### src/lc3b_types.sv
package lc3b_types;

	// data words and byte addresses are both 16 bits wide.
	typedef logic [15:0] lc3b_word;

	// bit 0 enables the low byte, bit 1 the high byte.
	typedef logic [1:0] lc3b_mem_wmask;

	// operations as they reach the memory stage.
	typedef enum logic [2:0]
	{
		NOP,
		ALU,
		LDR,
		STR,
		LDB,
		STB,
		LDI,
		STI
	} lc3b_opcode;

	// an indirect access spends one pass in each state.
	typedef enum logic
	{
		FIRST_ACCESS,
		SECOND_ACCESS
	} access_state;

	localparam int MEM_ADDR_BITS = 8; // word-address bits the data memory decodes.
	localparam int MEM_WORDS = 2 ** MEM_ADDR_BITS;
	localparam int MEM_LATENCY = 2; // cycles from the first request cycle to resp.
	localparam int MEM_COUNT_BITS = $clog2(MEM_LATENCY + 1);

	// true for every operation that touches the data memory.
	function automatic logic is_mem_op(input lc3b_opcode op);
		return (op != NOP) && (op != ALU);
	endfunction

	function automatic logic is_load(input lc3b_opcode op);
		return (op == LDR) || (op == LDB) || (op == LDI);
	endfunction

	function automatic logic is_store(input lc3b_opcode op);
		return (op == STR) || (op == STB) || (op == STI);
	endfunction

	// indirect operations fetch a pointer before the real access.
	function automatic logic is_indirect(input lc3b_opcode op);
		return (op == LDI) || (op == STI);
	endfunction

endpackage : lc3b_types

### src/mem_bus_if.sv
`timescale 1ns/100ps

interface mem_bus_if import lc3b_types::*; ();

	lc3b_word address; // byte address.
	lc3b_word wdata;
	lc3b_mem_wmask wmask;
	logic read;
	logic write;
	lc3b_word rdata;
	logic resp; // one-cycle pulse when the access is finished.

	// the memory stage side issues requests.
	modport master
	(
		output address, wdata, wmask, read, write,
		input rdata, resp
	);

	// the data memory answers them.
	modport slave
	(
		input address, wdata, wmask, read, write,
		output rdata, resp
	);

endinterface : mem_bus_if

### src/data_memory.sv
`timescale 1ns/100ps

module data_memory import lc3b_types::*;
(
	input logic clk,
	input logic rst_n,
	mem_bus_if.slave bus
);

	lc3b_word mem [MEM_WORDS];
	lc3b_word rdata_q;
	logic [MEM_ADDR_BITS-1:0] word_addr;
	logic [MEM_COUNT_BITS-1:0] delay_count; // cycles the current request has waited.
	logic resp_q;
	logic request;
	logic last_wait;

	assign word_addr = bus.address[MEM_ADDR_BITS:1]; // bit 0 selects a byte lane.
	assign request = bus.read || bus.write;

	// the edge at the end of this cycle starts the resp cycle.
	assign last_wait = request && !resp_q &&
		(delay_count == MEM_COUNT_BITS'(MEM_LATENCY - 1));

	always_ff @(posedge clk)
	begin
		if (!rst_n)
		begin
			delay_count <= '0;
			resp_q <= 1'b0;
		end
		else if (resp_q)
		begin
			delay_count <= '0; // a new request may follow right away.
			resp_q <= 1'b0;
		end
		else if (request)
		begin
			delay_count <= delay_count + 1'b1;
			resp_q <= last_wait;
		end
	end

	// the masked write lands together with the resp pulse.
	always_ff @(posedge clk)
	begin
		if (last_wait && bus.write)
		begin
			if (bus.wmask[0])
				mem[word_addr][7:0] <= bus.wdata[7:0];
			if (bus.wmask[1])
				mem[word_addr][15:8] <= bus.wdata[15:8];
		end
		else if (last_wait)
			rdata_q <= mem[word_addr];
	end

	assign bus.rdata = rdata_q;
	assign bus.resp = resp_q;

endmodule : data_memory

### src/flat_wrapper.sv
// flat-port wrapper written by rule: the top's interface ports become plain ports
module data_memory_flat import lc3b_types::*;
  (clk, rst_n, bus_address, bus_wdata, bus_wmask, bus_read, bus_write, bus_rdata, bus_resp);
  mem_bus_if bus_i ();
  input logic clk;
  input logic rst_n;
  input wire logic [$bits(bus_i.address)-1:0] bus_address;
  input wire logic [$bits(bus_i.wdata)-1:0] bus_wdata;
  input wire logic [$bits(bus_i.wmask)-1:0] bus_wmask;
  input wire logic [$bits(bus_i.read)-1:0] bus_read;
  input wire logic [$bits(bus_i.write)-1:0] bus_write;
  output wire logic [$bits(bus_i.rdata)-1:0] bus_rdata;
  output wire logic [$bits(bus_i.resp)-1:0] bus_resp;
  assign bus_i.address = bus_address;
  assign bus_i.wdata = bus_wdata;
  assign bus_i.wmask = bus_wmask;
  assign bus_i.read = bus_read;
  assign bus_i.write = bus_write;
  assign bus_rdata = bus_i.rdata;
  assign bus_resp = bus_i.resp;
  data_memory u_core (.clk(clk), .rst_n(rst_n), .bus(bus_i));
endmodule
### config.mk
export PLATFORM = sky130hd
export DESIGN_NAME = data_memory_flat
export DESIGN_NICKNAME = d
export VERILOG_FILES = /design/src/lc3b_types.sv /design/src/mem_bus_if.sv /design/src/data_memory.sv /design/src/flat_wrapper.sv
export SDC_FILE = /design/constraint.sdc
export NUM_CORES = 2
export LEC_CHECK = 0
export BUFFER_PORTS_ARGS = -buffer_cell sky130_fd_sc_hd__buf_2
export CORE_MARGIN = 2
export CORE_UTILIZATION = 57
export CTS_CLUSTER_DIAMETER = 200
export DETAILED_ROUTE_END_ITERATION = 10
export PLACE_DENSITY = 0.77
export SKIP_CTS_REPAIR_TIMING = 1
export SYNTH_ARGS = -nofsm -noshare
export SYNTH_HDL_FRONTEND = slang
export SYNTH_SLANG_ARGS = --single-unit
### constraint.sdc
create_clock -name clk -period 2.7 [get_ports clk]
set_input_delay 0.675 -clock clk [delete_from_list [all_inputs] [get_ports clk]]
set_output_delay 0.675 -clock clk [all_outputs]
set_load 0.02 [all_outputs]
After elaboration in Yosys (flattened, before gate mapping)
Memory sizes are Yosys's and may differ from the RTL's. A register that Yosys moved wholly into a read port is not among the register bits.
Cells that the tools add are included.
- bits in writable memories: 4096
- word-level logic and storage cells: 22
- output and inout port bits: 17
- memories: 1
- bits of input ports: 38
- register bits after elaboration: 3
- bitwise logic cells: 3
- add/subtract/negate cells: 1
- reductions and logical operators: 8
- muxes and demuxes: 6
- eq/ne operators: 1
- memories (name ; depth ; width ; rd ports ; clocked after Yosys merged registers in ; write ports ; RTL line ; text):
    u_core.mem ; 256 ; 16 ; 1 ; 1 ; 1 ; data_memory.sv:10 ; lc3b_word mem [MEM_WORDS];
- operators with widths (operator ; number):
    $mux 1 ; 6
    $logic_and 1x1->1 ; 3
    $not 1->1 ; 3
    $reduce_or 3->1 ; 1
    $add 2x1->2 const B ; 1
    $eq 2x1->1 const B ; 1
    $reduce_and 2->1 ; 1
    $reduce_or 2->1 ; 1
    $logic_not 1->1 ; 1
    $logic_or 1x1->1 ; 1

Longest topological paths before layout
- word-level depth: 6
- depth in mapped cells: 9
- gate-level depth less buffers: 7

Worst setup path before layout
Ideal clock, no wire load.
- path type: input-to-reg
- from: input port bus_address[2]
- to: memory u_core.mem[130][0] (netlist bit) (enable)
- stages on the path: 8
- required time: 2330 ps
- arrival: 2547 ps
- path slack: -217 ps
- buffers on the path: 5
- setup time: 370 ps
- cell sequence: buf_2 -> buf_2 -> clkbuf_1 -> clkbuf_1 -> nor2b_1 -> nand2_1 -> clkbuf_1 -> nor2_1
- RTL lines (element ; RTL line ; text):
    from (decl) ; flat_wrapper.sv:7 ; input wire logic [$bits(bus_i.address)-1:0] bus_address;
    to (decl) ; data_memory.sv:10 ;
Straight into the memory's write port.

==> key figures <==
Cells and area
  • Final nets: 8076
  • Final Non-Filler Cells: between 10000 and 15000
  • Area grow syn2layout: 18.2%
  • Fraction of layout cells with a size suffix above 1: between 30% and 40%
  • Design Area, Final: between 150000 and 200000 um^2
  • Final Util: between 60% and 70%

Clocking
  • CTS root buffer: clkbuf_16
  • Clock Latency Late Sink: just over 0.9 ns
  • CTS Buffer Depth: 4
  • Clock-pin slew on the worst setup and hold paths: 0.07 ns
  • Clock sink count: 4115
  • # H-tree levels: 5
  • Num CTS Buffers: approximately 390
  • CTS tree: built

Routing
  • Routed Antenna Nets: 0
  • Final WL: between 400000 and 500000 um
  • # DRC: 0
  • Via count: 82600
  • Initial DRC count: approximately 13000
  • WL/cell: 34.7 um
  • 1st-pass router iterations: 8
  • Vias per cell: just under 7

Timing
  • Fin. Hold Viols: 0
  • Worst Tran Pin Value: around 0.92 ns
  • Fin worst setup slack: -0.215 ns
  • RSZ-0062 raised after global routing: yes
  • Max-slew headroom: between 30% and 40%
  • Hold Slack: approximately 0.032 ns
  • Final min period: 2.92 ns
  • Fin. max-slew vios: 0
  • Clock skew: between 0.04 and 0.05 ns
  • Fmax: between 0.3 and 0.4 GHz
  • Final Cycle Share: 108%
  • Final setup vio count: 38

Die
  • Initial Util: 57.3%
  • I/O pins: 55
  • Die height: around 530 um
  • Core Box Area: 274000 um^2
  • Width of the die: ~530 um
  • FP Rows: ~190
  • Die area: 279000 um^2

Logic synthesis
  • Synth top area share: about four fifths
  • Top_reg_cell synth: edfxtp_1
  • YS warnings: 0
  • Synth unique cells: 27
  • Count leader, synth: edfxtp_1
  • Post-Syn Area: ~160000 um^2
  • Cell taking the most area after synthesis: edfxtp_1
  • Largest cells by area after synthesis: edfxtp_1, mux4_2, a22oi_1
  • EDFF count, synth: between 4000 and 5000
  • Leading cell types by count after synthesis: edfxtp_1, mux4_2, nor2_1
  • Syn avg cell area: around 22 um^2
  • Sequential area share after synthesis: about four fifths
  • Syn Nets: 7085
  • Yosys reg bits: roughly 4100
  • FFs w/ async S/R, synth: 0%
  • Gate Count Post-Synth: 7046

Hold path
  • Hold Path End: u_core.bus.resp
  • Worst hold start: rst_n
  • Hold path depth: 3
  • Hold Path Class: in -> reg

Global route
  • GRT Util Overall: approximately 29%
  • Congestion Overflow GR: 0
  • Largest net degree at the start of global routing: about 100
  • First-pass GRT wire length: between 500000 and 600000 um
  • Initial antenna violation count: 17
  • Vias in the first global route: 82800

Place
  • Port-buffer cells: 46
  • Placed Instances: 11200
  • Cell Area, Placed: 172000 um^2
  • Post-detail-place hpwl: approximately 240000 um
  • GP Congestion: just under 0.9

Power and ir drop
  • Worst VDD drop: ~0.60 mV
  • Leakage Power: between 50 and 60 nW
  • Pwr/cell area: 707 nW/um^2

Setup path
  • R2r worst-path depth: 7
  • Setup Crit Path Kind: in -> reg
  • Nature of the critical path endpoint: flop
  • Most used cell, CP: clkbuf_16
  • Worst path bufs/invs: 4
  • CP required: between 3 and 4 ns
  • Slowest cell on crit path: o41ai_4
  • Reg2Reg Setup Slack: -0.07 ns
  • Critical Path Source Type: input port
  • Worst path max stage delay: 0.82 ns
  • CP top delay family: compound AO/OA/AOI/OAI gates
  • Cell breakdown of the critical path: buf_16 > buf_4 > clkbuf_16 > clkbuf_16 > mux4_2 > a22oi_1 > a21oi_1 > o41ai_4 > nand4_1
  • CP Depth: 9
  • R2r endpoint: u_core.mem[9][11]
  • Maximum fanout along the worst path: 14
  • Critical path arrival: around 3.5 ns
  • Worst flop-to-flop path startpoint: u_core.delay_count[0]

Flow run
  • Maxcap violations: 0

Outcome
  • Failing checks: negative setup slack
  • Status: complete, but fails checks
==> per-stage QoR <==
step	setup WS, ns	total power, mW	TNS (ns)
floorplan	-0.0564	74.8	-22.55
global placement	-1.63	78.0	-642.26
detailed placement	-1.55	78.2	-750.85
CTS	-0.618	131	-13.28
global route	-0.212	134	-3.79
finish	-0.215	131	-1.99
==> layout by cell type, fill, tap and decap left out, types with 73 or more instances in the layout <==
master,netlist,routed
a21oi_1,256,247
a22oi_1,512,494
buf_12,0,243
buf_4,12,751
clkbuf_16,0,401
clkinv_1,0,90
clkinv_2,0,73
edfxtp_1,4112,4112
mux4_2,1024,1024
nor2_1,525,279
nor2_4,0,229
==> cell families (layout without fill, tap and decap cells) <==
group                      after synthesis  after routing  share of synthesized area (%)
buffers and inverters                  463           1754                           1.32
xor gates and xnor gates                 1              1                        0.00559
muxes                                 1024           1024                           14.7
and+or+nand+nor                        609            609                           1.52
DFF                                   4115           4115                           78.8
adders and majority gates                1              1                        0.00798
AOI/OAI and AO/OA                      833            833                           3.63
other                                    0             11                              0
==> worst min-delay path, delay by kind of cell <==
family	cells	cell delay, ns
buffers and inverters	1	0.12
AND/OR/NAND/NOR	2	0.09
==> layout make-up <==
| cell class | count | area [um^2] |
|---|---|---|
| Inverter | 1 | 3.75 |
| Fill cell | 15300 | 88300 |
| Clock inverter | 231 | 2190 |
| Clock buffer | 459 | 10200 |
| Multi-Input combinational cell | 2468 | 33600 |
| Antenna cell | 11 | 27.5 |
| Sequential cell | 4115 | 124000 |
| Tap cell | 3589 | 4490 |
| Timing Repair Buffer | 1063 | 11300 |
==> worst max-delay path by stage <==
| stage | start | endpoint | slack, ns |
|---|---|---|---|
| after floorplan | bus_address[2] | u_core.mem[250][0] | -0.06 |
| after global placement | bus_address[1] | u_core.bus.rdata[13] | -1.63 |
| after detailed placement | bus_address[1] | u_core.bus.rdata[12] | -1.55 |
| after CTS | bus_address[1] | u_core.bus.rdata[12] | -0.62 |
| after global routing | bus_address[1] | u_core.bus.rdata[13] | -0.21 |
| final | bus_address[1] | u_core.bus.rdata[13] | -0.22 |
==> registers in the layout, indices dropped and copies added, names as in the netlist <==
| register | flops |
|---|---|
| u_core.mem | 4096 |
| u_core.bus.rdata | 16 |
| u_core.bus.resp | 1 |
| u_core.delay_count | 2 |
==> report_power, final <==
| group | switching, mW | internal [mW] |
|---|---|---|
| combinational | 4.21 | 2.68 |
| clock | 23.2 | 30.7 |
| sequential | 0.0242 | 70.3 |
==> per-layer routing <==
layer,share of wire [%],vias to the layer above,GRT usage (%)
met5,0.013,-,0
met4,4.0,8,10.3
met3,12,967,6.33
met2,49,6584,47.3
met1,35,43100,40.2
li1,-,32000,-
No activity file was read; power rests on OpenSTA's default activity.
