==> config.mk <==
export PLATFORM = sky130hd
export DESIGN_NAME = mem_stage_flat
export DESIGN_NICKNAME = d
export VERILOG_FILES = /design/src/lc3b_types.sv /design/src/mem_bus_if.sv /design/src/mem_access_fsm.sv /design/src/byte_lane_unit.sv /design/src/mem_stage.sv /design/src/flat_wrapper.sv
export SDC_FILE = /design/constraint.sdc
export NUM_CORES = 1
export LEC_CHECK = 0
export ABC_AREA = 1
export BUFFER_PORTS_ARGS = -buffer_cell sky130_fd_sc_hd__buf_2
export CAP_MARGIN = 0
export CORE_MARGIN = 5
export CORE_UTILIZATION = 49
export DETAILED_ROUTE_END_ITERATION = 8
export PLACE_DENSITY = 0.86
export SYNTH_ARGS = -nofsm -noshare
export SYNTH_HDL_FRONTEND = slang
export SYNTH_SLANG_ARGS = --single-unit
export TNS_END_PERCENT = 5
==> constraint.sdc <==
create_clock -name clk -period 5.4 [get_ports clk]
set_input_delay 0.54 -clock clk [delete_from_list [all_inputs] [get_ports clk]]
set_output_delay 0.54 -clock clk [all_outputs]
set_load 0.005 [all_outputs]
==> src/lc3b_types.sv <==
package lc3b_types;

	// data words and byte addresses are both 16 bits wide.
	typedef logic [15:0] lc3b_word;

	// bit 0 enables the low byte, bit 1 the high byte.
	typedef logic [1:0] lc3b_mem_wmask;

	// operations as they reach the memory stage.
	typedef enum logic [2:0]
	{
		NOP,
		ALU,
		LDR,
		STR,
		LDB,
		STB,
		LDI,
		STI
	} lc3b_opcode;

	// an indirect access spends one pass in each state.
	typedef enum logic
	{
		FIRST_ACCESS,
		SECOND_ACCESS
	} access_state;

	localparam int MEM_ADDR_BITS = 8; // word-address bits the data memory decodes.
	localparam int MEM_WORDS = 2 ** MEM_ADDR_BITS;
	localparam int MEM_LATENCY = 2; // cycles from the first request cycle to resp.
	localparam int MEM_COUNT_BITS = $clog2(MEM_LATENCY + 1);

	// true for every operation that touches the data memory.
	function automatic logic is_mem_op(input lc3b_opcode op);
		return (op != NOP) && (op != ALU);
	endfunction

	function automatic logic is_load(input lc3b_opcode op);
		return (op == LDR) || (op == LDB) || (op == LDI);
	endfunction

	function automatic logic is_store(input lc3b_opcode op);
		return (op == STR) || (op == STB) || (op == STI);
	endfunction

	// indirect operations fetch a pointer before the real access.
	function automatic logic is_indirect(input lc3b_opcode op);
		return (op == LDI) || (op == STI);
	endfunction

endpackage : lc3b_types

==> src/mem_bus_if.sv <==
`timescale 1ns/100ps

interface mem_bus_if import lc3b_types::*; ();

	lc3b_word address; // byte address.
	lc3b_word wdata;
	lc3b_mem_wmask wmask;
	logic read;
	logic write;
	lc3b_word rdata;
	logic resp; // one-cycle pulse when the access is finished.

	// the memory stage side issues requests.
	modport master
	(
		output address, wdata, wmask, read, write,
		input rdata, resp
	);

	// the data memory answers them.
	modport slave
	(
		input address, wdata, wmask, read, write,
		output rdata, resp
	);

endinterface : mem_bus_if

==> src/mem_access_fsm.sv <==
`timescale 1ns/100ps

module mem_access_fsm import lc3b_types::*;
(
	input logic clk,
	input logic rst_n,
	input lc3b_opcode opcode,
	input lc3b_word alu_out,
	input lc3b_word rdata,
	input logic resp,
	output lc3b_word address,
	output logic read,
	output logic write,
	output logic done
);

	access_state state;
	access_state state_next;
	lc3b_word pointer; // address fetched by the first half of LDI and STI.
	logic mem_op;
	logic indirect;
	logic final_access;

	assign mem_op = is_mem_op(opcode);
	assign indirect = is_indirect(opcode);

	// a direct access is always final; an indirect one only in its second pass.
	assign final_access = !indirect || (state == SECOND_ACCESS);

	assign address = (state == SECOND_ACCESS) ? pointer : alu_out;

	// the pointer fetch of STI is a read, the store itself comes second.
	always_comb
	begin
		read = 1'b0;
		write = 1'b0;
		if (mem_op)
		begin
			if (!final_access)
				read = 1'b1;
			else if (is_store(opcode))
				write = 1'b1;
			else
				read = 1'b1;
		end
	end

	assign done = mem_op && final_access && resp;

	always_comb
	begin
		state_next = state;
		case (state)
			FIRST_ACCESS:
			begin
				if (mem_op && indirect && resp)
					state_next = SECOND_ACCESS;
			end
			SECOND_ACCESS:
			begin
				if (resp)
					state_next = FIRST_ACCESS; // ready for the next instruction.
			end
			default:
				state_next = FIRST_ACCESS;
		endcase
	end

	always_ff @(posedge clk)
	begin
		if (!rst_n)
			state <= FIRST_ACCESS;
		else
			state <= state_next;
	end

	// the pointer arrives with the first resp of an indirect access.
	always_ff @(posedge clk)
	begin
		if (mem_op && indirect && resp && (state == FIRST_ACCESS))
			pointer <= rdata;
	end

endmodule : mem_access_fsm

==> src/byte_lane_unit.sv <==
`timescale 1ns/100ps

module byte_lane_unit import lc3b_types::*;
(
	input lc3b_opcode opcode,
	input logic address_lsb,
	input lc3b_word srcb,
	input lc3b_word rdata,
	output lc3b_word wdata,
	output lc3b_mem_wmask wmask,
	output lc3b_word load_data
);

	logic [7:0] read_byte;

	// store side.
	always_comb
	begin
		wdata = srcb;
		wmask = 2'b00;
		case (opcode)
			STB:
			begin
				// the byte goes out on both lanes and the mask picks one.
				wdata = {srcb[7:0], srcb[7:0]};
				wmask = address_lsb ? 2'b10 : 2'b01;
			end
			STR, STI:
				wmask = 2'b11;
			default:
				wmask = 2'b00; // nothing is written.
		endcase
	end

	// odd byte addresses live in the high lane.
	assign read_byte = address_lsb ? rdata[15:8] : rdata[7:0];

	always_comb
	begin
		if (opcode == LDB)
			load_data = {8'h00, read_byte}; // zero-extended.
		else
			load_data = rdata;
	end

endmodule : byte_lane_unit

==> src/mem_stage.sv <==
`timescale 1ns/100ps

module mem_stage import lc3b_types::*;
(
	input logic clk,
	input logic rst_n,
	input lc3b_opcode ex_opcode,
	input lc3b_word ex_alu_out,
	input lc3b_word ex_srcb,
	input lc3b_word ex_pc,
	mem_bus_if.master bus,
	output logic stall,
	output lc3b_opcode wb_opcode,
	output lc3b_word wb_pc,
	output lc3b_word wb_alu_out,
	output lc3b_word wb_mem_data
);

	lc3b_word access_address;
	lc3b_word store_data;
	lc3b_word load_data;
	lc3b_word mem_data;
	lc3b_mem_wmask store_mask;
	logic access_read;
	logic access_write;
	logic access_done;

	mem_access_fsm i_mem_access_fsm
	(
		.clk(clk),
		.rst_n(rst_n),
		.opcode(ex_opcode),
		.alu_out(ex_alu_out),
		.rdata(bus.rdata),
		.resp(bus.resp),
		.address(access_address),
		.read(access_read),
		.write(access_write),
		.done(access_done)
	);

	// the lane follows whichever address is on the bus right now.
	byte_lane_unit i_byte_lane_unit
	(
		.opcode(ex_opcode),
		.address_lsb(access_address[0]),
		.srcb(ex_srcb),
		.rdata(bus.rdata),
		.wdata(store_data),
		.wmask(store_mask),
		.load_data(load_data)
	);

	assign bus.address = access_address;
	assign bus.wdata = store_data;
	assign bus.wmask = store_mask;
	assign bus.read = access_read;
	assign bus.write = access_write;

	// a memory operation holds the pipe until its final resp.
	assign stall = is_mem_op(ex_opcode) && !access_done;

	assign mem_data = is_load(ex_opcode) ? load_data : store_data;

	always_ff @(posedge clk)
	begin
		if (!rst_n)
		begin
			wb_opcode <= NOP;
			wb_pc <= '0;
			wb_alu_out <= '0;
			wb_mem_data <= '0;
		end
		else if (!stall)
		begin
			wb_opcode <= ex_opcode;
			wb_pc <= ex_pc;
			wb_alu_out <= ex_alu_out;
			wb_mem_data <= mem_data; // rdata is valid in the resp cycle.
		end
	end

endmodule : mem_stage

==> src/flat_wrapper.sv <==
// flat-port wrapper written by rule: the top's interface ports become plain ports
module mem_stage_flat import lc3b_types::*;
  (clk, rst_n, ex_opcode, ex_alu_out, ex_srcb, ex_pc, stall, wb_opcode, wb_pc, wb_alu_out, wb_mem_data, bus_address, bus_wdata, bus_wmask, bus_read, bus_write, bus_rdata, bus_resp);
  mem_bus_if bus_i ();
  input logic clk;
  input logic rst_n;
  input lc3b_opcode ex_opcode;
  input lc3b_word ex_alu_out;
  input lc3b_word ex_srcb;
  input lc3b_word ex_pc;
  output logic stall;
  output lc3b_opcode wb_opcode;
  output lc3b_word wb_pc;
  output lc3b_word wb_alu_out;
  output lc3b_word wb_mem_data;
  output wire logic [$bits(bus_i.address)-1:0] bus_address;
  output wire logic [$bits(bus_i.wdata)-1:0] bus_wdata;
  output wire logic [$bits(bus_i.wmask)-1:0] bus_wmask;
  output wire logic [$bits(bus_i.read)-1:0] bus_read;
  output wire logic [$bits(bus_i.write)-1:0] bus_write;
  input wire logic [$bits(bus_i.rdata)-1:0] bus_rdata;
  input wire logic [$bits(bus_i.resp)-1:0] bus_resp;
  assign bus_address = bus_i.address;
  assign bus_wdata = bus_i.wdata;
  assign bus_wmask = bus_i.wmask;
  assign bus_read = bus_i.read;
  assign bus_write = bus_i.write;
  assign bus_i.rdata = bus_rdata;
  assign bus_i.resp = bus_resp;
  mem_stage u_core (.clk(clk), .rst_n(rst_n), .ex_opcode(ex_opcode), .ex_alu_out(ex_alu_out), .ex_srcb(ex_srcb), .ex_pc(ex_pc), .bus(bus_i), .stall(stall), .wb_opcode(wb_opcode), .wb_pc(wb_pc), .wb_alu_out(wb_alu_out), .wb_mem_data(wb_mem_data));
endmodule
---- Word-level counts from Yosys, hierarchy flattened ----
Index checks and enable logic that the tools add are counted.
storage, ports and cells
  logic and storage cells ................. 47
  output and inout bits ................... 88
  register bits after elaboration ......... 68
  input port bits ......................... 70
operators by class
  bitwise gates (word level) .............. 1
  eq/ne operators ......................... 7
  reduce and logical (&&, ||, !) cells .... 17
  muxes and demuxes ....................... 16
operator list
  cell                                                 count
  2-to-1 mux 16 bit                                    4
  equality test 3 bit, second input constant           4
  2-to-1 mux 1 bit                                     8
  2-to-1 mux 8 bit                                     1
  logical AND 1 bit                                    7
  equality test 3 x 2 -> 1 bit, second input constant  2
  logical OR 1 bit                                     6
  one-hot mux 2 bit (2 select lines)                   1
  != test 3 x 1 -> 1 bit, second input constant        1
  nonzero test 3 bit                                   1
  zero test 1 bit                                      2
  2-to-1 mux 2 bit                                     1
  one-hot mux 1 bit (2 select lines)                   1
  OR reduction 2 bit                                   1
  inverter 1 bit                                       1

---- Depth between registers and ports, before layout ----
Gate-level depths: netlist of the first run.
  depth in word-level cells ............... 8
  depth in mapped cells ................... 8

---- Modules after synthesis ----
Synthesis of the first run repeated with hierarchy kept, for this count alone.
second synthesis, totals
  cell total of the unflattened synthesis .. 484
  area, all modules ....................... 3408.3 µm²
by module, submodules not included
  module          cells an instance  instances  area an instance (µm²)
  mem_stage       295                1          2085.8
  mem_access_fsm  80                 1          788.3
  byte_lane_unit  109                1          534.3

---- Least setup slack after synthesis of the first run ----
Ideal clock, no wire load.
  kind .................................... input to output
  start point ............................. input port ex_opcode[0]
  end point ............................... output port bus_write
  path slack .............................. 3.517 ns
  path buffers ............................ 2
  arrival time ............................ 1.343 ns
  cell stages on the path ................. 4
  cells stage by stage .................... clkbuf_2 nand3_1 clkbuf_1 a21boi_0
on the way
  longest elaborated chain between the ends .. 6
  elaborated cells between the ends (all ways) .. 15
ends and longest elaborated chain
  element                                                     line                                        source
  start, declared                                             flat_wrapper.sv:7                           input lc3b_opcode ex_opcode;
  equality test 3 x 2 -> 1 bit, or another cell as far along  lc3b_types.sv:44                            return (op == STR) || (op == STB) || (op == STI);
  logical OR 1 bit (on tied branches)                         lc3b_types.sv:44, lc3b_types.sv:49
  logical OR 1 bit or zero test 1 bit (tied branches)         lc3b_types.sv:44, mem_access_fsm.sv:28
  2-to-1 mux 1 bit or logical OR 1 bit (tied branches)        mem_access_fsm.sv:41, mem_access_fsm.sv:28
  2-to-1 mux 1 bit                                            mem_access_fsm.sv:39                        if (!final_access)
  2-to-1 mux 1 bit *                                          mem_access_fsm.sv:37                        if (mem_op)
  end, declared                                               flat_wrapper.sv:20                          output wire logic [$bits(bus_i.write)-1:0] bus_write;
Mark *: on every way between the ends. The rest lies on a longest branch, timed or not.

---- Worst setup path after layout of the first run ----
  start point ............................. register u_core.i_mem_access_fsm.state
  end point ............................... output port stall
on the way
  longest elaborated chain between the ends .. 5
ends and longest elaborated chain
  element                         line                  source
  start, declared                 mem_access_fsm.sv:17  access_state state;
  start signal, assigned          mem_access_fsm.sv:74  state <= state_next;
  logical OR 1 bit                mem_access_fsm.sv:28  assign final_access = !indirect || (state == SECOND_ACCESS);
  logical AND 1 bit (2 in a row)  mem_access_fsm.sv:48  assign done = mem_op && final_access && resp;
  zero test 1 bit                 mem_stage.sv:61       assign stall = is_mem_op(ex_opcode) && !access_done;
  logical AND 1 bit               mem_stage.sv:61
  end, declared                   flat_wrapper.sv:11    output logic stall;
No other way between the ends.

==> metrics.txt, run 1 <==
# TYPE chip_impl_metric gauge
chip_impl_metric{name="number_of_vias_after_detailed_routing",unit=""} 3129
chip_impl_metric{name="cts-htree-levels",unit=""} 3
chip_impl_metric{name="final-setup-viol-count",unit=""} 0
chip_impl_metric{name="place_congestion",unit=""} 0.942
chip_impl_metric{name="place_area",unit="µm²"} 3760
chip_impl_metric{name="fp.coreArea",unit="µm²"} 5990
chip_impl_metric{name="drt_pass1_iterations",unit=""} 4
chip_impl_metric{name="slowest_delay",unit="ns"} 0.47
chip_impl_metric{name="post_cts_resize_count",unit=""} 0
chip_impl_metric{name="detailed_placement_hpwl",unit="µm"} 6800
chip_impl_info{name="setup.worst_path.class",value="reg2out"} 1
chip_impl_metric{name="placed_cells_incl_taps",unit=""} 599
chip_impl_metric{name="synth_nets",unit=""} 467
chip_impl_metric{name="cts_hold_repair.buffers",unit=""} 0
chip_impl_metric{name="timing.final.crit_period",unit="ns"} 2.62
chip_impl_metric{name="cts-root-to-sink-buffers",unit=""} 2
chip_impl_info{name="category_of_cells_accounting_for_the_largest_share_of_critical_path_delay",value="buffers and inverters"} 1
chip_impl_info{name="layout_commonest_cell",value="buf_2"} 1
chip_impl_metric{name="antenna_diode_count",unit=""} 0
chip_impl_metric{name="yosysSeqAreaShare",unit=""} 0.500
chip_impl_metric{name="timing.critical_path.required",unit="ns"} 4.86
chip_impl_info{name="commonest_cells_after_routing_fill_and_taps_aside",value="buf_2 (157), nor2_1 (72), nand2_1 (68), dfxtp_1 (52), o21ai_0 (47)"} 1
chip_impl_info{name="start_kind",value="flip-flop"} 1
chip_impl_info{name="result_of_the_run",value="finished, final reports clean"} 1
chip_impl_metric{name="drt_first_iter_violations",unit=""} 121
chip_impl_info{name="path_cells",value="inv_2 -> nand3_2 -> o21ai_4 -> buf_4 -> buf_2"} 1
chip_impl_info{name="crit_path_end_kind",value="primary output"} 1
chip_impl_metric{name="gr_overflow_total",unit=""} 0
chip_impl_metric{name="num_rows",unit=""} 28
chip_impl_metric{name="critPathArrivalTime",unit="ns"} 2.08
chip_impl_metric{name="maxClockFrequency",unit="MHz"} 382
chip_impl_metric{name="route.detailed.vias_per_inst",unit=""} 5.09
chip_impl_metric{name="maxCapViolCount",unit=""} 0
chip_impl_info{name="holdCritPathClass",value="in2reg"} 1
chip_impl_metric{name="crit_cells",unit=""} 5
chip_impl_metric{name="synth.distinct_cells",unit=""} 23
chip_impl_metric{name="timing.final.hold_violations",unit=""} 0
chip_impl_metric{name="pin_count",unit=""} 158
chip_impl_metric{name="chipWidth",unit="µm"} 88.8
chip_impl_metric{name="route.antenna.remaining_nets",unit=""} 0
chip_impl_metric{name="worst-path-max-fanout",unit=""} 49
chip_impl_metric{name="worstRegToRegCells",unit=""} 6
chip_impl_info{name="rsz0062_at_grt",value="false"} 1
chip_impl_metric{name="postCtsSetupBuffers",unit=""} 0
chip_impl_metric{name="clock_insertion_delay_worst_skew",unit="ns"} 0.33
chip_impl_metric{name="min_delay_path_depth",unit=""} 1
chip_impl_metric{name="post_drt_wl_per_cell",unit="µm"} 14.6
chip_impl_metric{name="timing.final.max_slew_violations",unit=""} 0
chip_impl_metric{name="antenna_found_initial",unit=""} 0
chip_impl_metric{name="vdd_ir_drop_max",unit="mV"} 0.175
chip_impl_metric{name="cts.sink_count",unit=""} 68
chip_impl_metric{name="finish.instance_area",unit="µm²"} 3940
chip_impl_metric{name="max-slew-margin-rel",unit=""} 0.431
chip_impl_metric{name="syn-cell-area",unit="µm²"} 3040
chip_impl_metric{name="finalCritPeriodShare",unit=""} 0.485
chip_impl_metric{name="stdcell_count",unit=""} 615
chip_impl_metric{name="die-area",unit="µm²"} 7880
chip_impl_metric{name="placement.io_buffers",unit=""} 157
chip_impl_metric{name="grt_use_total",unit=""} 0.237
chip_impl_metric{name="cellLeakagePower",unit="µW"} 0.00204
chip_impl_metric{name="critical_path_buf_inv_count",unit=""} 3
chip_impl_info{name="clock_tree.root_cell",value="clkbuf_8"} 1
chip_impl_metric{name="synth.avg_cell_area",unit="µm²"} 7.66
chip_impl_info{name="tritoncts",value="done"} 1
chip_impl_metric{name="power_density_cells",unit="nW/µm²"} 296
chip_impl_metric{name="fill_cells",unit=""} 544
chip_impl_metric{name="layout-drive-gt1-share",unit=""} 0.337
chip_impl_metric{name="setup_total_negative_slack",unit="ns"} 0
chip_impl_metric{name="grt_max_degree",unit=""} 53
chip_impl_metric{name="initial_utilization",unit=""} 0.508
chip_impl_metric{name="dieHeight",unit="µm"} 88.8
chip_impl_metric{name="worst_slew_pin_slew",unit="ns"} 0.853
chip_impl_metric{name="number_of_nets_at_the_end_of_the_flow",unit=""} 605
chip_impl_metric{name="synth_register_bits",unit=""} 68
chip_impl_metric{name="yosys_warnings",unit=""} 0
chip_impl_metric{name="drc",unit=""} 0
chip_impl_metric{name="rrSetupSlack",unit="ns"} 3.17
chip_impl_metric{name="worst_setup_hold_path_clk_slew",unit="ns"} 0.07
chip_impl_metric{name="clock-skew-final",unit="ns"} 0.00925
chip_impl_info{name="cpMaxStageDelayCell",value="dfxtp_1"} 1
chip_impl_metric{name="route.final.wire_length",unit="µm"} 9010
chip_impl_metric{name="grt_pass1_vias",unit=""} 3036
chip_impl_metric{name="global_route_wire_length_before_repair",unit="µm"} 14200
chip_impl_metric{name="syn_inst",unit=""} 397
chip_impl_metric{name="final.hold.worst_slack",unit="ns"} 0.393
chip_impl_metric{name="area_delta_synth_final",unit="%"} 29.6
chip_impl_metric{name="cts_buffers",unit=""} 9
-- synthesized netlist by cell type, drive strengths merged --
| cell type | n | share of area |
|---|---|---|
| nor2 | 75 | 0.097 |
| nand2 | 69 | 0.086 |
| o21ai | 53 | 0.088 |
| dfxtp | 52 | 0.34 |
| a21oi | 33 | 0.054 |
| inv | 30 | 0.037 |
| buf | 23 | 0.048 |
| nand3 | 19 | 0.033 |
| edfxtp | 16 | 0.16 |
| clkbuf | 9 | 0.012 |
| o21a | 9 | 0.022 |
| o211ai | 8 | 0.020 |
| a21boi | 1 | 0.0025 |
-- worst register-to-register path: stages, from the launching register on --
cell,delay [ns]
dfxtp_1,0.65
inv_2,0.29
nand3_2,0.19
o21ai_4,0.08
inv_2,0.62
o21ai_0,0.17
a21oi_1,0.17
-- final cells by class --
type / instances / area (µm²) / share of cell area
clock buffer: 13 / 159 / 0.0403
inverter: 30 / 113 / 0.0286
timing repair buffer: 159 / 801 / 0.203
clock inverter: 3 / 21.3 / 0.00540
multi-input combinational: 267 / 1230 / 0.313
tap: 75 / 93.8 / 0.0238
sequential: 68 / 1520 / 0.386
-- logic make-up (layout without fill, tap and decap cells) --
group / Yosys count / count (layout) / share of synthesized area
AOI/OAI and AO/OA: 104 / 104 / 0.187
buffers and inverters: 62 / 205 / 0.0967
DFF: 68 / 68 / 0.500
and+or+nand+nor: 163 / 163 / 0.216
-- registers in the layout (all words and copies together) (netlist names) --
| name | count |
|---|---|
| u_core.i_mem_access_fsm.pointer | 16 |
| u_core.i_mem_access_fsm.state | 1 |
| u_core.wb_alu_out | 16 |
| u_core.wb_mem_data | 16 |
| u_core.wb_opcode | 3 |
| u_core.wb_pc | 16 |
-- final timing paths --
| check | endpoint | startpoint |
|---|---|---|
| setup / recovery | stall | u_core.i_mem_access_fsm.state |
| hold / removal | u_core.i_mem_access_fsm.pointer[4] | bus_rdata[4] |
| setup reg to reg | u_core.wb_mem_data[7] | u_core.i_mem_access_fsm.state |
| hold reg to reg | u_core.wb_opcode[1] | u_core.wb_opcode[1] |
-- per-stage QoR --
step	util	power, µW	setup slack, ns
6_report	0.658	1170	2.78
5_1_grt	0.658	1240	2.56
4_1_cts	0.658	1180	2.76
3_5_place_dp	0.628	804	3.05
3_3_place_gp	0.628	799	3.11
2_1_floorplan	-	701	3.52
-- metal layers --
| layer | global-route usage | share of wire | vias up |
|---|---|---|---|
| li1 | - | - | 1566 |
| met1 | 0.289 | 0.41 | 1394 |
| met2 | 0.393 | 0.46 | 157 |
| met3 | 0.0633 | 0.10 | 12 |
| met4 | 0.102 | 0.019 | 0 |
| met5 | 0 | 0 | - |
-- report_power, final --
| part | internal [µW] | leakage [µW] | switching (µW) |
|---|---|---|---|
| Combinational | 90.9 | 0.00137 | 124 |
| Clock | 192 | 0.0000896 | 182 |
| Sequential | 559 | 0.000579 | 18.9 |
| Total | 842 | 0.00204 | 325 |
No activity file was read; power rests on OpenSTA's default activity.
==> run 2: changes to the inputs <==
--- a/config.mk
+++ b/config.mk
@@ -9,9 +9,9 @@
 export BUFFER_PORTS_ARGS = -buffer_cell sky130_fd_sc_hd__buf_2
 export CAP_MARGIN = 0
 export CORE_MARGIN = 5
-export CORE_UTILIZATION = 49
+export CORE_UTILIZATION = 41
 export DETAILED_ROUTE_END_ITERATION = 8
-export PLACE_DENSITY = 0.86
+export PLACE_DENSITY = 0.77
 export SYNTH_ARGS = -nofsm -noshare
 export SYNTH_HDL_FRONTEND = slang
 export SYNTH_SLANG_ARGS = --single-unit
==> constraint.sdc (replaced) <==
create_clock -name clk -period 2.4 [get_ports clk]
set_input_delay 0.24 -clock clk [delete_from_list [all_inputs] [get_ports clk]]
set_output_delay 0.24 -clock clk [all_outputs]
set_load 0.005 [all_outputs]
==> run 2 against run 1 <==
Against the previous run:
- count of clock-buffer cells in the layout is 2 higher
- critical path depth stayed put
- core utilization is 11 points lower
- routed wire length is 2.9% higher
- via count is 0.35% higher
- first-iteration DRC count is 37% higher
- die area is 17% higher
- register-to-register slack worse by 2.6 ns
- combinational power is 130% higher
- final area is 1.5% higher
- total power is 130% higher
- critical path type unchanged
==> metrics.txt, run 2 (same netlist as run 1, synthesis figures left out) <==
# TYPE chip_impl_metric gauge
chip_impl_info{name="result_of_the_run",value="finished, final reports clean"} 1
chip_impl_metric{name="slowest_delay",unit="ns"} 0.42
chip_impl_metric{name="initial_utilization",unit=""} 0.419
chip_impl_metric{name="global_route_wire_length_before_repair",unit="µm"} 14200
chip_impl_metric{name="place_area",unit="µm²"} 3810
chip_impl_metric{name="timing.final.crit_period",unit="ns"} 2.08
chip_impl_metric{name="final.hold.worst_slack",unit="ns"} 0.100
chip_impl_metric{name="antenna_diode_count",unit=""} 0
chip_impl_metric{name="timing.critical_path.required",unit="ns"} 2.16
chip_impl_metric{name="number_of_nets_at_the_end_of_the_flow",unit=""} 607
chip_impl_metric{name="cts.sink_count",unit=""} 68
chip_impl_info{name="critical_path.reg2reg.startpoint",value="u_core.i_mem_access_fsm.state"} 1
chip_impl_metric{name="worst-path-max-fanout",unit=""} 49
chip_impl_info{name="r2r-end",value="u_core.wb_mem_data[13]"} 1
chip_impl_metric{name="max-slew-margin-rel",unit=""} 0.428
chip_impl_info{name="worstSetupEndpoint",value="stall"} 1
chip_impl_metric{name="clock_insertion_delay_worst_skew",unit="ns"} 0.33
chip_impl_metric{name="fp.coreArea",unit="µm²"} 7250
chip_impl_metric{name="number_of_vias_after_detailed_routing",unit=""} 3140
chip_impl_metric{name="num_rows",unit=""} 31
chip_impl_metric{name="place_congestion",unit=""} 0.896
chip_impl_metric{name="post_drt_wl_per_cell",unit="µm"} 14.5
chip_impl_info{name="start_kind",value="flip-flop"} 1
chip_impl_metric{name="route.final.wire_length",unit="µm"} 9270
chip_impl_metric{name="route.antenna.remaining_nets",unit=""} 0
chip_impl_metric{name="power_density_cells",unit="nW/µm²"} 674
chip_impl_metric{name="clock-skew-final",unit="ns"} 0.00906
chip_impl_info{name="layout_commonest_cell",value="buf_2"} 1
chip_impl_metric{name="placement.io_buffers",unit=""} 157
chip_impl_metric{name="postCtsSetupBuffers",unit=""} 0
chip_impl_info{name="path_cells",value="inv_2 -> nand3_2 -> o21ai_4 -> buf_4 -> buf_2"} 1
chip_impl_metric{name="final-setup-viol-count",unit=""} 0
chip_impl_metric{name="pin_count",unit=""} 158
chip_impl_metric{name="vdd_ir_drop_max",unit="mV"} 0.263
chip_impl_metric{name="finalCritPeriodShare",unit=""} 0.866
chip_impl_info{name="worstSetupStartpoint",value="u_core.i_mem_access_fsm.state"} 1
chip_impl_metric{name="area_delta_synth_final",unit="%"} 31.5
chip_impl_metric{name="post_cts_resize_count",unit=""} 0
chip_impl_metric{name="finalCoreUtilization",unit=""} 0.551
chip_impl_info{name="crit_path_end_kind",value="primary output"} 1
chip_impl_metric{name="antenna_found_initial",unit=""} 0
chip_impl_metric{name="drt_pass1_iterations",unit=""} 5
chip_impl_metric{name="setup_total_negative_slack",unit="ns"} 0
chip_impl_metric{name="power_total",unit="µW"} 2700
chip_impl_metric{name="maxCapViolCount",unit=""} 0
chip_impl_info{name="setup.worst_path.class",value="reg2out"} 1
chip_impl_metric{name="drt_first_iter_violations",unit=""} 166
chip_impl_info{name="holdCritPathClass",value="in2reg"} 1
chip_impl_metric{name="cts_buffers",unit=""} 9
chip_impl_metric{name="worst_slew_pin_slew",unit="ns"} 0.858
chip_impl_metric{name="timing.final.hold_violations",unit=""} 0
chip_impl_metric{name="worstRegToRegCells",unit=""} 6
chip_impl_metric{name="route.detailed.vias_per_inst",unit=""} 4.90
chip_impl_info{name="tritoncts",value="done"} 1
chip_impl_metric{name="chipWidth",unit="µm"} 96.1
chip_impl_metric{name="worst_setup_hold_path_clk_slew",unit="ns"} 0.07
chip_impl_metric{name="cts_hold_repair.buffers",unit=""} 0
chip_impl_metric{name="gr_overflow_total",unit=""} 0
chip_impl_info{name="rsz0062_at_grt",value="false"} 1
chip_impl_info{name="clock_tree.root_cell",value="clkbuf_8"} 1
chip_impl_metric{name="grt_use_total",unit=""} 0.198
chip_impl_metric{name="timing.final.max_slew_violations",unit=""} 0
chip_impl_metric{name="grt_max_degree",unit=""} 53
chip_impl_metric{name="cts-root-to-sink-buffers",unit=""} 2
chip_impl_metric{name="grt_pass1_vias",unit=""} 2935
chip_impl_metric{name="maxClockFrequency",unit="MHz"} 481
chip_impl_metric{name="finish.instance_area",unit="µm²"} 4000
chip_impl_metric{name="detailed_placement_hpwl",unit="µm"} 6870
chip_impl_metric{name="cellLeakagePower",unit="µW"} 0.00206
chip_impl_metric{name="critPathArrivalTime",unit="ns"} 1.84
chip_impl_metric{name="rrSetupSlack",unit="ns"} 0.58
chip_impl_info{name="commonest_cells_after_routing_fill_and_taps_aside",value="buf_2 (157), nor2_1 (72), nand2_1 (68), dfxtp_1 (52), o21ai_0 (47)"} 1
chip_impl_metric{name="dieHeight",unit="µm"} 96.1
chip_impl_metric{name="layout-drive-gt1-share",unit=""} 0.338
chip_impl_info{name="cpMaxStageDelayCell",value="buf_4"} 1
chip_impl_metric{name="cts-htree-levels",unit=""} 3
chip_impl_metric{name="die-area",unit="µm²"} 9240
chip_impl_metric{name="drc",unit=""} 0
==> run 2: stage by stage <==
step / std cells / worst slack, ns
2_1_floorplan: 397 / 0.628
3_3_place_gp: 625 / 0.700
3_5_place_dp: 625 / 0.596
4_1_cts: 641 / 0.325
5_1_grt: 641 / 0.184
6_report: 641 / 0.322
==> run 2: worst min-delay path by stage <==
stage / depth (start not counted) / end / slack (ns) / startpoint
final: 1 / u_core.i_mem_access_fsm.pointer[1] / 0.10 / bus_rdata[1]
after global routing: 1 / u_core.i_mem_access_fsm.pointer[4] / 0.08 / bus_rdata[4]
after CTS: 1 / u_core.i_mem_access_fsm.pointer[1] / 0.08 / bus_rdata[1]
after detailed placement: 1 / u_core.i_mem_access_fsm.pointer[1] / 0.43 / bus_rdata[1]
after global placement: 1 / u_core.i_mem_access_fsm.pointer[2] / 0.44 / bus_rdata[2]
after floorplan: 0 / u_core.i_mem_access_fsm.pointer[0] / 0.34 / bus_rdata[0]
==> run 2: cell type report <==
cell class / instances / area [µm²]
flip-flops and latches: 68 / 1520
repair buffers: 161 / 816
clock inverters: 1 / 5.00
inverters: 30 / 113
clock buffers: 15 / 188
well taps: 99 / 124
multi-input cells: 267 / 1230
fillers: 714 / 3250
==> run 2: critical path: cells and delay by family, from the launching register on <==
family	cells	cell delay, ns
AO/OA/AOI/OAI	1	0.11
buffers and inverters	3	0.87
flip-flops	1	0.32
AND/OR/NAND/NOR	1	0.19
==> run 2: routing by layer <==
metal	part of all wire	up-vias	GRT usage	wire, µm
li1	-	1571	-	-
met1	0.43	1406	0.266	3990
met2	0.45	149	0.311	4160
met3	0.10	14	0.0430	964
met4	0.017	0	0.0723	161
met5	0	-	0	0
==> run 2: power by group <==
part	total (µW)	switching, µW	internal [µW]
clock network	909	413	496
registers	1300	40.3	1260
logic	490	284	206
==> run 3: changes to the inputs <==
--- a/config.mk
+++ b/config.mk
@@ -8,10 +8,12 @@
 export ABC_AREA = 1
 export BUFFER_PORTS_ARGS = -buffer_cell sky130_fd_sc_hd__buf_2
 export CAP_MARGIN = 0
+export CELL_PAD_IN_SITES_DETAIL_PLACEMENT = 0
+export CELL_PAD_IN_SITES_GLOBAL_PLACEMENT = 1
 export CORE_MARGIN = 5
-export CORE_UTILIZATION = 41
+export CORE_UTILIZATION = 28
 export DETAILED_ROUTE_END_ITERATION = 8
-export PLACE_DENSITY = 0.77
+export PLACE_DENSITY_LB_ADDON = 0.1
 export SYNTH_ARGS = -nofsm -noshare
 export SYNTH_HDL_FRONTEND = slang
 export SYNTH_SLANG_ARGS = --single-unit
==> run 3 against run 2 <==
Against the previous run:
- clock skew barely moved
- clock power rose by 9.7%
- sequential cell count did not move
- core utilization fell by 17 points
- worst setup slack got worse by 0.022 ns
- global-route usage fell by 4.1 points
- final cell count rose by 7.0%
- sequential power barely moved
- critical path depth did not move
- routed wire length rose by 9.0%
- largest power group unchanged
- count of clock-buffer cells in the layout fell by 4
==> metrics.txt, run 3 (same netlist as run 1, synthesis figures left out) <==
# TYPE chip_impl_metric gauge
chip_impl_info{name="result_of_the_run",value="finished, final reports clean"} 1
chip_impl_metric{name="place_congestion",unit=""} 0.778
chip_impl_metric{name="critPathArrivalTime",unit="ns"} 1.86
chip_impl_info{name="commonest_cells_after_routing_fill_and_taps_aside",value="buf_2 (157), nor2_1 (72), nand2_1 (68), dfxtp_1 (52), o21ai_0 (47)"} 1
chip_impl_info{name="r2r-end",value="u_core.wb_pc[2]"} 1
chip_impl_info{name="setup.worst_path.class",value="reg2out"} 1
chip_impl_metric{name="fill_cells",unit=""} 1248
chip_impl_info{name="holdCritPathClass",value="in2reg"} 1
chip_impl_metric{name="placed_cells_incl_taps",unit=""} 670
chip_impl_info{name="rsz0062_at_grt",value="false"} 1
chip_impl_metric{name="max-slew-margin-rel",unit=""} 0.624
chip_impl_metric{name="design_internal_power",unit="µW"} 2010
chip_impl_metric{name="power_density_cells",unit="nW/µm²"} 681
chip_impl_metric{name="clock_insertion_delay_worst_skew",unit="ns"} 0.35
chip_impl_metric{name="post_drt_wl_per_cell",unit="µm"} 14.7
chip_impl_metric{name="fp.coreArea",unit="µm²"} 10700
chip_impl_metric{name="cts_hold_repair.buffers",unit=""} 0
chip_impl_metric{name="timing.critical_path.required",unit="ns"} 2.16
chip_impl_metric{name="dieHeight",unit="µm"} 114
chip_impl_metric{name="layout-drive-gt1-share",unit=""} 0.348
chip_impl_metric{name="maxClockFrequency",unit="MHz"} 476
chip_impl_metric{name="drc",unit=""} 0
chip_impl_metric{name="global_route_wire_length_before_repair",unit="µm"} 16100
chip_impl_info{name="worstSetupStartpoint",value="u_core.i_mem_access_fsm.state"} 1
chip_impl_metric{name="worst_slew_pin_slew",unit="ns"} 0.564
chip_impl_metric{name="route.detailed.vias_per_inst",unit=""} 4.46
chip_impl_metric{name="final.hold.worst_slack",unit="ns"} 0.0821
chip_impl_metric{name="route.final.wire_length",unit="µm"} 10100
chip_impl_metric{name="cts-root-to-sink-buffers",unit=""} 2
chip_impl_metric{name="antenna_diode_count",unit=""} 0
chip_impl_metric{name="timing.final.max_slew_violations",unit=""} 0
chip_impl_metric{name="worst-path-max-fanout",unit=""} 49
chip_impl_metric{name="worst_setup_hold_path_clk_slew",unit="ns"} 0.08
chip_impl_metric{name="vdd_ir_drop_max",unit="mV"} 0.292
chip_impl_metric{name="pin_count",unit=""} 158
chip_impl_metric{name="postCtsSetupBuffers",unit=""} 0
chip_impl_info{name="hold-path-endpoint",value="u_core.i_mem_access_fsm.pointer[3]"} 1
chip_impl_info{name="start_kind",value="flip-flop"} 1
chip_impl_metric{name="detailed_placement_hpwl",unit="µm"} 7620
chip_impl_metric{name="die-area",unit="µm²"} 13000
chip_impl_metric{name="num_rows",unit=""} 38
chip_impl_metric{name="drt_first_iter_violations",unit=""} 184
chip_impl_metric{name="number_of_vias_after_detailed_routing",unit=""} 3057
chip_impl_metric{name="gr_overflow_total",unit=""} 0
chip_impl_metric{name="maxCapViolCount",unit=""} 0
chip_impl_metric{name="seq_power_share",unit=""} 0.464
chip_impl_metric{name="cts-htree-levels",unit=""} 3
chip_impl_info{name="crit_path_end_kind",value="primary output"} 1
chip_impl_metric{name="grt_max_degree",unit=""} 53
chip_impl_info{name="tritoncts",value="done"} 1
chip_impl_metric{name="timing.final.hold_violations",unit=""} 0
chip_impl_metric{name="antenna_found_initial",unit=""} 0
chip_impl_info{name="critical_path.reg2reg.startpoint",value="u_core.i_mem_access_fsm.state"} 1
chip_impl_metric{name="clock-skew-final",unit="ns"} 0.00871
chip_impl_metric{name="post_cts_resize_count",unit=""} 0
chip_impl_metric{name="timing.final.crit_period",unit="ns"} 2.10
chip_impl_info{name="worst_hold_path_startpoint",value="bus_rdata[3]"} 1
chip_impl_metric{name="finalCritPeriodShare",unit=""} 0.875
chip_impl_metric{name="cts_buffers",unit=""} 9
chip_impl_metric{name="cellLeakagePower",unit="µW"} 0.00208
chip_impl_metric{name="finalCoreUtilization",unit=""} 0.381
chip_impl_metric{name="final-setup-viol-count",unit=""} 0
chip_impl_metric{name="switching_power",unit="µW"} 781
chip_impl_metric{name="power.combinational.fraction",unit=""} 0.178
chip_impl_info{name="layout_commonest_cell",value="buf_2"} 1
chip_impl_metric{name="min_delay_path_depth",unit=""} 1
chip_impl_metric{name="route.antenna.remaining_nets",unit=""} 0
chip_impl_metric{name="stdcell_count",unit=""} 686
chip_impl_metric{name="power.share.clock",unit=""} 0.358
chip_impl_metric{name="worstRegToRegCells",unit=""} 7
chip_impl_metric{name="initial_utilization",unit=""} 0.283
chip_impl_info{name="clock_tree.root_cell",value="clkbuf_8"} 1
chip_impl_metric{name="setup_total_negative_slack",unit="ns"} 0
chip_impl_metric{name="rrSetupSlack",unit="ns"} 0.71
chip_impl_metric{name="grt_use_total",unit=""} 0.157
chip_impl_metric{name="area_delta_synth_final",unit="%"} 34.7
chip_impl_metric{name="cts.sink_count",unit=""} 68
chip_impl_metric{name="drt_pass1_iterations",unit=""} 4
chip_impl_metric{name="chipWidth",unit="µm"} 114
chip_impl_metric{name="p_sw_frac",unit=""} 0.280
chip_impl_metric{name="grt_pass1_vias",unit=""} 3174
chip_impl_metric{name="number_of_nets_at_the_end_of_the_flow",unit=""} 611
chip_impl_metric{name="placement.io_buffers",unit=""} 157
-- run 3: cell type report --
class,count,area (µm²),area share
flip-flops and latches,68,1520,0.371
multi-input cells,267,1230,0.301
repair buffers,165,846,0.206
well taps,140,175,0.0428
clock buffers,11,151,0.0370
inverters,30,113,0.0275
clock inverters,5,57.6,0.0141
-- run 3: power groups by stage --
| stage | logic (µW) | registers [µW] | clock network [µW] |
|---|---|---|---|
| 2_1_floorplan | 249 | 1330 | 0 |
| 3_3_place_gp | 506 | 1320 | 0 |
| 3_5_place_dp | 507 | 1320 | 0 |
| 4_1_cts | 509 | 1300 | 1040 |
| 5_1_grt | 570 | 1310 | 1100 |
| 6_report | 497 | 1290 | 997 |
-- run 3: how the worst max path moves through the flow --
stage / depth (start not counted) / slack, ns / to
final: 5 / 0.30 / stall
after global routing: 5 / 0.13 / stall
after detailed placement: 5 / 0.65 / stall
after floorplan: 4 / 0.63 / u_core.i_mem_access_fsm.pointer[0]
after global placement: 5 / 0.66 / stall
after CTS: 5 / 0.25 / stall
-- run 3: per-layer routing --
layer / global-route usage / part of all wire / wire, µm / up-vias
met5: 0 / 0 / 0 / -
met3: 0.0391 / 0.083 / 836 / 9
met4: 0.0523 / 0.0086 / 87 / 0
met1: 0.191 / 0.44 / 4430 / 1348
li1: - / - / - / 1579
met2: 0.270 / 0.47 / 4750 / 121
-- run 3: metrics by stage --
stage	area, µm²	setup WS [ns]	power [µW]
floorplan	3040	0.628	1580
global placement	3890	0.663	1830
detailed placement	3890	0.650	1830
CTS	4100	0.255	2840
global route	4100	0.132	2970
finish	4100	0.300	2790
-- run 3: worst max-delay path, stage by stage (launching register included) --
cell and delay, ns:
dfxtp_1 0.32, inv_2 0.24, nand3_2 0.19, o21ai_4 0.11, buf_4 0.44, buf_2 0.20
